===== config.mk =====
export PLATFORM = sky130hd
export DESIGN_NAME = FpMultiplier
export DESIGN_NICKNAME = d
export VERILOG_FILES = /design/src/design/FpMulPkg.sv /design/src/design/FpRoundIf.sv /design/src/design/FpMultiplier.sv /design/src/design/FpRounder.sv /design/src/design/FpSignificandMultiplier.sv /design/src/design/FpUnpacker.sv
export SDC_FILE = /design/constraint.sdc
export NUM_CORES = 2
export LEC_CHECK = 0
export CAP_MARGIN = 15
export CELL_PAD_IN_SITES_DETAIL_PLACEMENT = 1
export CELL_PAD_IN_SITES_GLOBAL_PLACEMENT = 2
export CORE_UTILIZATION = 43
export CTS_BUF_LIST = sky130_fd_sc_hd__clkbuf_4
export CTS_CLUSTER_SIZE = 8
export DETAILED_ROUTE_END_ITERATION = 6
export DONT_BUFFER_PORTS = 1
export GPL_TIMING_DRIVEN = 1
export PLACE_DENSITY = 0.84
export SYNTH_ARGS = -nofsm -noshare
export SYNTH_HDL_FRONTEND = slang
export SYNTH_SLANG_ARGS = --single-unit

===== constraint.sdc =====
create_clock -name clk -period 10.2 [get_ports clk]
set_clock_uncertainty 0.05 [all_clocks]
set_input_delay 2.04 -clock clk [delete_from_list [all_inputs] [get_ports clk]]
set_output_delay 2.04 -clock clk [all_outputs]
set_load 0.01 [all_outputs]

===== src/design/FpMulPkg.sv =====
// Shared types for the FP multiplier: rounding modes, operand classes and exception flags
package FpMulPkg;

    // RISC-V frm encodings, the dynamic code 7 is not supported
    typedef enum logic [2:0] {
        FRM_RNE = 3'd0,  // Nearest, ties to even
        FRM_RTZ = 3'd1,  // Toward zero
        FRM_RDN = 3'd2,  // Toward minus infinity
        FRM_RUP = 3'd3,  // Toward plus infinity
        FRM_RMM = 3'd4   // Nearest, ties away from zero
    } RoundingMode;

    // Operand class after unpacking
    // Subnormals are reported as zero
    typedef enum logic [2:0] {
        FP_ZERO,
        FP_NORMAL,
        FP_INF,
        FP_QNAN,
        FP_SNAN
    } FpClass;

    // Same bit order as the RISC-V fflags CSR field
    typedef struct packed {
        logic invalid;    // NV
        logic divByZero;  // DZ, never set by a multiply
        logic overflow;   // OF
        logic underflow;  // UF
        logic inexact;    // NX
    } FpFlags;

endpackage

===== src/design/FpRoundIf.sv =====
// Normalized unrounded product passed from the multiplier stage to the rounder
interface FpRoundIf #(
    parameter int EXPONENT_WIDTH = 8,
    parameter int FRACTION_WIDTH = 23,
    parameter int WIDTH = 1 + EXPONENT_WIDTH + FRACTION_WIDTH
);
    import FpMulPkg::*;

    logic valid;
    RoundingMode roundingMode;
    logic sign;
    // Two extra bits, one for overflow headroom and one for the sign
    logic [EXPONENT_WIDTH+1:0] exponent;
    logic [FRACTION_WIDTH-1:0] fraction;
    logic g;
    logic r;
    logic s;
    // Result already fixed by NaN, infinity or zero handling
    logic special;
    logic [WIDTH-1:0] specialResult;
    logic invalid;

    modport producer(output valid, roundingMode, sign, exponent, fraction, g, r, s,
                     special, specialResult, invalid);
    modport consumer(input valid, roundingMode, sign, exponent, fraction, g, r, s,
                     special, specialResult, invalid);
endinterface


===== src/design/FpMultiplier.sv =====
// Top level of the three-stage pipelined FP multiplier with RISC-V rounding and flags
module FpMultiplier #(
    parameter int EXPONENT_WIDTH = 8,
    parameter int FRACTION_WIDTH = 23,
    parameter int WIDTH = 1 + EXPONENT_WIDTH + FRACTION_WIDTH
)(
    input  logic clk,
    input  logic arstN,
    input  logic inValid,
    input  logic [WIDTH-1:0] opA,
    input  logic [WIDTH-1:0] opB,
    input  FpMulPkg::RoundingMode roundingMode,
    output logic outValid,
    output logic [WIDTH-1:0] result,
    output FpMulPkg::FpFlags flags
);
    import FpMulPkg::*;

    // Stage 1 input register
    logic s1Valid;
    logic [WIDTH-1:0] s1OpA;
    logic [WIDTH-1:0] s1OpB;
    RoundingMode s1Mode;

    logic signA;
    logic signB;
    logic [EXPONENT_WIDTH-1:0] expA;
    logic [EXPONENT_WIDTH-1:0] expB;
    logic [FRACTION_WIDTH:0] sigA;
    logic [FRACTION_WIDTH:0] sigB;
    FpClass classA;
    FpClass classB;

    logic [WIDTH-1:0] roundedResult;
    FpFlags roundedFlags;
    logic roundedValid;

    always_ff @(posedge clk or negedge arstN) begin
        if (!arstN) begin
            s1Valid <= 1'b0;
            s1OpA <= '0;
            s1OpB <= '0;
            s1Mode <= FRM_RNE;
        end else begin
            s1Valid <= inValid;
            s1OpA <= opA;
            s1OpB <= opB;
            s1Mode <= roundingMode;
        end
    end

    FpUnpacker #(.EXPONENT_WIDTH(EXPONENT_WIDTH), .FRACTION_WIDTH(FRACTION_WIDTH)) unpackA (
        .operand(s1OpA), .sign(signA), .exponent(expA), .significand(sigA), .fpClass(classA)
    );

    FpUnpacker #(.EXPONENT_WIDTH(EXPONENT_WIDTH), .FRACTION_WIDTH(FRACTION_WIDTH)) unpackB (
        .operand(s1OpB), .sign(signB), .exponent(expB), .significand(sigB), .fpClass(classB)
    );

    FpRoundIf #(.EXPONENT_WIDTH(EXPONENT_WIDTH), .FRACTION_WIDTH(FRACTION_WIDTH)) roundBus ();

    FpSignificandMultiplier #(
        .EXPONENT_WIDTH(EXPONENT_WIDTH),
        .FRACTION_WIDTH(FRACTION_WIDTH)
    ) mulStage (
        .clk(clk), .arstN(arstN), .valid(s1Valid), .roundingMode(s1Mode),
        .signA(signA), .signB(signB), .expA(expA), .expB(expB),
        .sigA(sigA), .sigB(sigB), .classA(classA), .classB(classB),
        .roundOut(roundBus.producer)
    );

    FpRounder #(.EXPONENT_WIDTH(EXPONENT_WIDTH), .FRACTION_WIDTH(FRACTION_WIDTH)) rounder (
        .roundIn(roundBus.consumer), .result(roundedResult), .flags(roundedFlags),
        .valid(roundedValid)
    );

    // Stage 3 output register
    always_ff @(posedge clk or negedge arstN) begin
        if (!arstN) begin
            outValid <= 1'b0;
            result <= '0;
            flags <= '0;
        end else begin
            outValid <= roundedValid;
            result <= roundedResult;
            flags <= roundedFlags;
        end
    end
endmodule


===== src/design/FpRounder.sv =====
// Stage 3 of the FP multiplier: rounding in the RISC-V modes, range checks, packing and flags
module FpRounder #(
    parameter int EXPONENT_WIDTH = 8,
    parameter int FRACTION_WIDTH = 23,
    parameter int WIDTH = 1 + EXPONENT_WIDTH + FRACTION_WIDTH
)(
    FpRoundIf.consumer roundIn,
    output logic [WIDTH-1:0] result,
    output FpMulPkg::FpFlags flags,
    output logic valid
);
    import FpMulPkg::*;

    localparam int MAX_EXP = 2 ** EXPONENT_WIDTH - 1;

    logic anyDropped;
    logic increment;
    logic [FRACTION_WIDTH:0] sumFraction;
    logic carry;
    logic [FRACTION_WIDTH-1:0] roundedFraction;
    logic signed [EXPONENT_WIDTH+1:0] roundedExponent;
    logic overflow;
    logic underflow;
    logic towardZero;

    always_comb begin
        anyDropped = roundIn.g || roundIn.r || roundIn.s;
        case (roundIn.roundingMode)
            // Ties go to the even neighbour
            FRM_RNE: increment = roundIn.g && (roundIn.r || roundIn.s || roundIn.fraction[0]);
            FRM_RTZ: increment = 1'b0;
            FRM_RDN: increment = roundIn.sign && anyDropped;
            FRM_RUP: increment = !roundIn.sign && anyDropped;
            FRM_RMM: increment = roundIn.g;
            default: increment = 1'b0;
        endcase
    end

    always_comb begin
        sumFraction = {1'b0, roundIn.fraction} + (FRACTION_WIDTH + 1)'(increment);
        carry = sumFraction[FRACTION_WIDTH];
        // All ones plus one wraps into the next binade
        roundedFraction = sumFraction[FRACTION_WIDTH-1:0];
        roundedExponent = $signed(roundIn.exponent) + (EXPONENT_WIDTH + 2)'(carry);
    end

    always_comb begin
        overflow = (roundedExponent >= MAX_EXP);
        underflow = (roundedExponent <= 0);
        towardZero = (roundIn.roundingMode == FRM_RTZ)
                   || (roundIn.roundingMode == FRM_RDN && !roundIn.sign)
                   || (roundIn.roundingMode == FRM_RUP && roundIn.sign);
    end

    always_comb begin
        flags = '0;
        if (roundIn.special) begin
            result = roundIn.specialResult;
            flags.invalid = roundIn.invalid;
        end else if (overflow) begin
            if (towardZero) begin
                // Largest finite magnitude
                result = {roundIn.sign, {(EXPONENT_WIDTH-1){1'b1}}, 1'b0,
                          {FRACTION_WIDTH{1'b1}}};
            end else begin
                result = {roundIn.sign, {EXPONENT_WIDTH{1'b1}}, {FRACTION_WIDTH{1'b0}}};
            end
            flags.overflow = 1'b1;
            flags.inexact = 1'b1;
        end else if (underflow) begin
            // Flushed to a signed zero
            result = {roundIn.sign, {(WIDTH-1){1'b0}}};
            flags.underflow = 1'b1;
            flags.inexact = 1'b1;
        end else begin
            result = {roundIn.sign, roundedExponent[EXPONENT_WIDTH-1:0], roundedFraction};
            flags.inexact = anyDropped;
        end
    end

    assign valid = roundIn.valid;
endmodule


===== src/design/FpSignificandMultiplier.sv =====
// Stage 2 of the FP multiplier: significand product, exponent sum, normalization, special cases
module FpSignificandMultiplier #(
    parameter int EXPONENT_WIDTH = 8,
    parameter int FRACTION_WIDTH = 23,
    parameter int WIDTH = 1 + EXPONENT_WIDTH + FRACTION_WIDTH
)(
    input  logic clk,
    input  logic arstN,
    input  logic valid,
    input  FpMulPkg::RoundingMode roundingMode,
    input  logic signA,
    input  logic signB,
    input  logic [EXPONENT_WIDTH-1:0] expA,
    input  logic [EXPONENT_WIDTH-1:0] expB,
    input  logic [FRACTION_WIDTH:0] sigA,
    input  logic [FRACTION_WIDTH:0] sigB,
    input  FpMulPkg::FpClass classA,
    input  FpMulPkg::FpClass classB,
    FpRoundIf.producer roundOut
);
    import FpMulPkg::*;

    localparam int BIAS = 2 ** (EXPONENT_WIDTH - 1) - 1;
    localparam int PW = 2 * FRACTION_WIDTH + 2;

    logic productSign;
    logic [PW-1:0] product;
    logic productTop;
    logic [PW-1:0] normProduct;
    logic [EXPONENT_WIDTH+1:0] expSum;
    logic nanA;
    logic nanB;
    logic infA;
    logic infB;
    logic zeroA;
    logic zeroB;
    logic infTimesZero;
    logic isSpecial;
    logic isInvalid;
    logic [WIDTH-1:0] specialWord;

    always_comb begin
        productSign = signA ^ signB;
        product = sigA * sigB;
        // Product of two values in [1,2) lies in [1,4)
        productTop = product[PW-1];
        normProduct = productTop ? product : (product << 1);
        expSum = {2'b00, expA} + {2'b00, expB} - (EXPONENT_WIDTH + 2)'(BIAS)
               + (EXPONENT_WIDTH + 2)'(productTop);
    end

    always_comb begin
        nanA = (classA == FP_QNAN) || (classA == FP_SNAN);
        nanB = (classB == FP_QNAN) || (classB == FP_SNAN);
        infA = (classA == FP_INF);
        infB = (classB == FP_INF);
        zeroA = (classA == FP_ZERO);
        zeroB = (classB == FP_ZERO);
        infTimesZero = (infA && zeroB) || (infB && zeroA);
    end

    always_comb begin
        isSpecial = 1'b1;
        isInvalid = 1'b0;
        specialWord = '0;
        if (nanA || nanB || infTimesZero) begin
            // Canonical quiet NaN
            specialWord = {1'b0, {EXPONENT_WIDTH{1'b1}}, 1'b1, {(FRACTION_WIDTH-1){1'b0}}};
            isInvalid = (classA == FP_SNAN) || (classB == FP_SNAN) || infTimesZero;
        end else if (infA || infB) begin
            specialWord = {productSign, {EXPONENT_WIDTH{1'b1}}, {FRACTION_WIDTH{1'b0}}};
        end else if (zeroA || zeroB) begin
            specialWord = {productSign, {(WIDTH-1){1'b0}}};
        end else begin
            isSpecial = 1'b0;
        end
    end

    always_ff @(posedge clk or negedge arstN) begin
        if (!arstN) begin
            roundOut.valid <= 1'b0;
            roundOut.roundingMode <= FRM_RNE;
            roundOut.sign <= 1'b0;
            roundOut.exponent <= '0;
            roundOut.fraction <= '0;
            roundOut.g <= 1'b0;
            roundOut.r <= 1'b0;
            roundOut.s <= 1'b0;
            roundOut.special <= 1'b0;
            roundOut.specialResult <= '0;
            roundOut.invalid <= 1'b0;
        end else begin
            roundOut.valid <= valid;
            roundOut.roundingMode <= roundingMode;
            roundOut.sign <= productSign;
            roundOut.exponent <= expSum;
            // Leading one sits at the top bit after normalization
            roundOut.fraction <= normProduct[PW-2:FRACTION_WIDTH+1];
            roundOut.g <= normProduct[FRACTION_WIDTH];
            roundOut.r <= normProduct[FRACTION_WIDTH-1];
            roundOut.s <= |normProduct[FRACTION_WIDTH-2:0];
            roundOut.special <= isSpecial;
            roundOut.specialResult <= specialWord;
            roundOut.invalid <= isInvalid;
        end
    end
endmodule


===== src/design/FpUnpacker.sv =====
// Field decode and classification of one IEEE-754 operand, used once per multiplier input
module FpUnpacker #(
    parameter int EXPONENT_WIDTH = 8,
    parameter int FRACTION_WIDTH = 23,
    parameter int WIDTH = 1 + EXPONENT_WIDTH + FRACTION_WIDTH
)(
    input  logic [WIDTH-1:0] operand,
    output logic sign,
    output logic [EXPONENT_WIDTH-1:0] exponent,
    output logic [FRACTION_WIDTH:0] significand,
    output FpMulPkg::FpClass fpClass
);
    import FpMulPkg::*;

    logic [FRACTION_WIDTH-1:0] fraction;
    logic expAllZero;
    logic expAllOnes;
    logic fracZero;

    always_comb begin
        sign = operand[WIDTH-1];
        exponent = operand[WIDTH-2:FRACTION_WIDTH];
        fraction = operand[FRACTION_WIDTH-1:0];
    end

    always_comb begin
        expAllZero = (exponent == '0);
        expAllOnes = (exponent == '1);
        fracZero = (fraction == '0);
    end

    always_comb begin
        if (expAllZero) begin
            // Subnormals are flushed, so the fraction is ignored
            fpClass = FP_ZERO;
        end else if (expAllOnes && fracZero) begin
            fpClass = FP_INF;
        end else if (expAllOnes) begin
            // Quiet bit is the top fraction bit
            fpClass = fraction[FRACTION_WIDTH-1] ? FP_QNAN : FP_SNAN;
        end else begin
            fpClass = FP_NORMAL;
        end
    end

    // Hidden bit only for normal numbers
    always_comb begin
        if (expAllZero) begin
            significand = '0;
        end else begin
            significand = {1'b1, fraction};
        end
    end
endmodule


==> flow_summary.toml <==
[run_status]
status = "finished with violations"
failed_checks = "DRC"

[routing]
via_count = 19100
wirelength_microns = 84600
routedWlPerCell_microns = 24.8
routed_via_density = 5.61
dr.pass1.iters = 7
drt_iter0_drc = 1235
ant_nets = 0
count_of_unresolved_drc_violations_after_routing = 2

[yosys]
seq_total_area_yosys_pct = 15.0
netlist.top_cell.by_area = "sky130_fd_sc_hd__fa_1"
postSynthCellCount = 2710
synth-warning-count = 0
syn_std_cell_area_sq_um = 25200
netlist_top_cells_area = "sky130_fd_sc_hd__fa_1, sky130_fd_sc_hd__dfrtp_1, sky130_fd_sc_hd__ha_1"
postSynth.topFlopCell = "sky130_fd_sc_hd__dfrtp_1"
synth_area_per_cell_sq_um = 9.29
synth.ff_latch_count = 151
synth_enable_flop_cells = 0
synth_largest_type_area_fraction_pct = 38.4
post-synth-top-count-cell = "sky130_fd_sc_hd__inv_1"
yosysUniqueCellTypes = 75
synth-async-reset-ratio_pct = 100
synth.top_cells.by_count = "sky130_fd_sc_hd__inv_1, sky130_fd_sc_hd__fa_1, sky130_fd_sc_hd__nand2_1"
synthesis.nets = 3452

[worst_setup_path]
required_ps = 10640
worst-path-buf-inv = 7
critical_path_peak_fanout = 91
worst_ep_arrival_time_ps = 10090
critical_path_class = "flop to flop"
max_stage_delay_ps = 640
setup.worst_path.start_class = "flop"
r2r-end = "mulStage.roundOut.exponent[8]"
regToRegSetupSlack_ps = 560
cpMaxStageDelayCell = "sky130_fd_sc_hd__fa_1"
critical_path.endpoint_type = "flop"
crit-reg2reg-launch = "s1OpA[26]"
crit_top_cell = "sky130_fd_sc_hd__fa_1"
r2r_cell_count = 32
cpLargestDelayFamily = "adder cells"

[clock_network]
cell_at_the_root_of_the_clock_tree = "sky130_fd_sc_hd__clkbuf_4"
clock_latency_ps = 690
clock_sinks = 151
cts_tree = "yes"
holdBufCountCts = 0
post_cts.resized_instances = 0
cts_htree_levels = 4
clk_transition_reported_paths_ps = 150
cts_made_buffers = 17
cts.repair_timing.setup_buffer_count = 0
ctsLongestPathBuffers = 2

[hold_path]
timing.hold.worst.class = "flop to flop"
hp-start = "s1Valid"
instance_count_along_the_most_critical_hold_path = 0
capture_endpoint_of_the_worst_hold_path = "mulStage.roundOut.valid"

[timing]
finalSetupViolCount = 0
maxSlewHeadroom_pct = 24.2
fmax_mhz = 104
layout_worst_path_cycle_share_pct = 94.5
timing_hold_violations_final = 0
setup_repair_after_global_routing_missed_its_margin = "no"
worst-slew-pin-transition_ps = 1140
slew_violations = 0
setup_tns_ps = 0
min_clock_period_post_route_ps = 9640

[die]
die-height_microns = 244
floorplan.initialDensity_pct = 43.6
core_area_sq_um = 57800
die_w_microns = 244
design.die.area_sq_um = 59500
top_level_ports = 108
floorplan.rows = 88

[layout]
instances_no_fill = 3412
drive_above_1_share_pct = 5.11
area_growth_pct = 4.48
fin_area_sq_um = 26300
design.final.nets = 3373

[global_routing]
grt_remaining_overflow = 0
global_route_wire_length_before_repair_microns = 131000
vias_in_the_first_global_route = 21500
global_route.usage.total_pct = 29.6
initial_antenna_violation_count = 5
grt_max_degree = 152

[placement]
gp_congestion = 0.939
dp_hpwl_microns = 66200
dp_cells = 3377
dpl-instance-area_sq_um = 26000
io_buffer_count = 0

[flow_run]
maxCapViolCount = 0
## stage by stage
stage | util (%) | setup slack [ps] | hold slack, ps
finish | 45.5 | 558 | 311
global route | 45.5 | 21.2 | 328
CTS | 45.5 | 385 | 308
detailed placement | 45.0 | 458 | 288
global placement | 45.0 | 697 | 282
floorplan | - | 1840 | 281
## kinds of logic after synthesis
logic type | after synthesis | share of synthesized area (%)
other | 1 | 0.0149
buffers and inverters | 723 | 10.9
multiplexers | 27 | 1.23
AND/OR/NAND/NOR | 840 | 16.6
XOR/XNOR | 85 | 3.03
flip-flops | 151 | 15.0
AO/OA/AOI/OAI | 211 | 5.46
adder cells (fa/ha/maj) | 672 | 47.8
## flip-flops by register name, summed over array words and instances, names as in the netlist, 3 cells and up
signal	cells
result	32
s1OpA	32
s1OpB	32
mulStage.roundOut.fraction	23
mulStage.roundOut.exponent	10
flags	4
mulStage.roundOut.roundingMode	3
mulStage.roundOut.specialResult	3
s1Mode	3
## cell type report
class,instances,area (sq um)
flip-flops and latches,151,3780
well taps,765,957
diodes,4,10.0
multi-input cells,1836,18700
fillers,6641,31500
clock buffers,17,128
clock inverters,14,149
repair buffers,63,485
inverters,562,2110
## layout by cell type, fill, tap and decap left out, types with 32 or more instances in the layout
master	synthesis	routed
sky130_fd_sc_hd__buf_4	2	62
sky130_fd_sc_hd__and2_1	40	32
sky130_fd_sc_hd__ha_1	189	189
sky130_fd_sc_hd__xnor2_1	53	53
sky130_fd_sc_hd__inv_1	562	562
sky130_fd_sc_hd__and3_1	250	250
sky130_fd_sc_hd__a21oi_1	83	83
sky130_fd_sc_hd__nand2_1	359	359
sky130_fd_sc_hd__o21ai_0	41	41
sky130_fd_sc_hd__nor2_1	58	58
sky130_fd_sc_hd__fa_1	483	483
sky130_fd_sc_hd__nand3_1	58	58
sky130_fd_sc_hd__dfrtp_1	151	151
## worst max-delay path by stage
| stage | end | slack [ps] | depth (start not counted) | start |
|---|---|---|---|---|
| finish | mulStage.roundOut.exponent[8] | 560 | 32 | s1OpA[26] |
| global route | mulStage.roundOut.exponent[8] | 20 | 35 | s1OpB[24] |
| CTS | mulStage.roundOut.exponent[8] | 390 | 35 | s1OpB[27] |
| detailed placement | mulStage.roundOut.exponent[8] | 460 | 35 | s1OpB[24] |
| global placement | mulStage.roundOut.exponent[8] | 700 | 35 | s1OpB[24] |
| floorplan | mulStage.roundOut.exponent[8] | 1840 | 37 | s1OpB[24] |
## routing by layer
layer	vias to the layer above	global-route usage (%)	share of wire, %
met3	151	4.89	6.7
met4	0	11.4	4.0
met2	646	49.8	49
li1	8205	-	-
met1	10100	38.0	40
met5	-	0	0
Power is left out: the tool's default activity adds up to more than one toggle a clock period on the data nets, which glitch-free logic cannot reach.
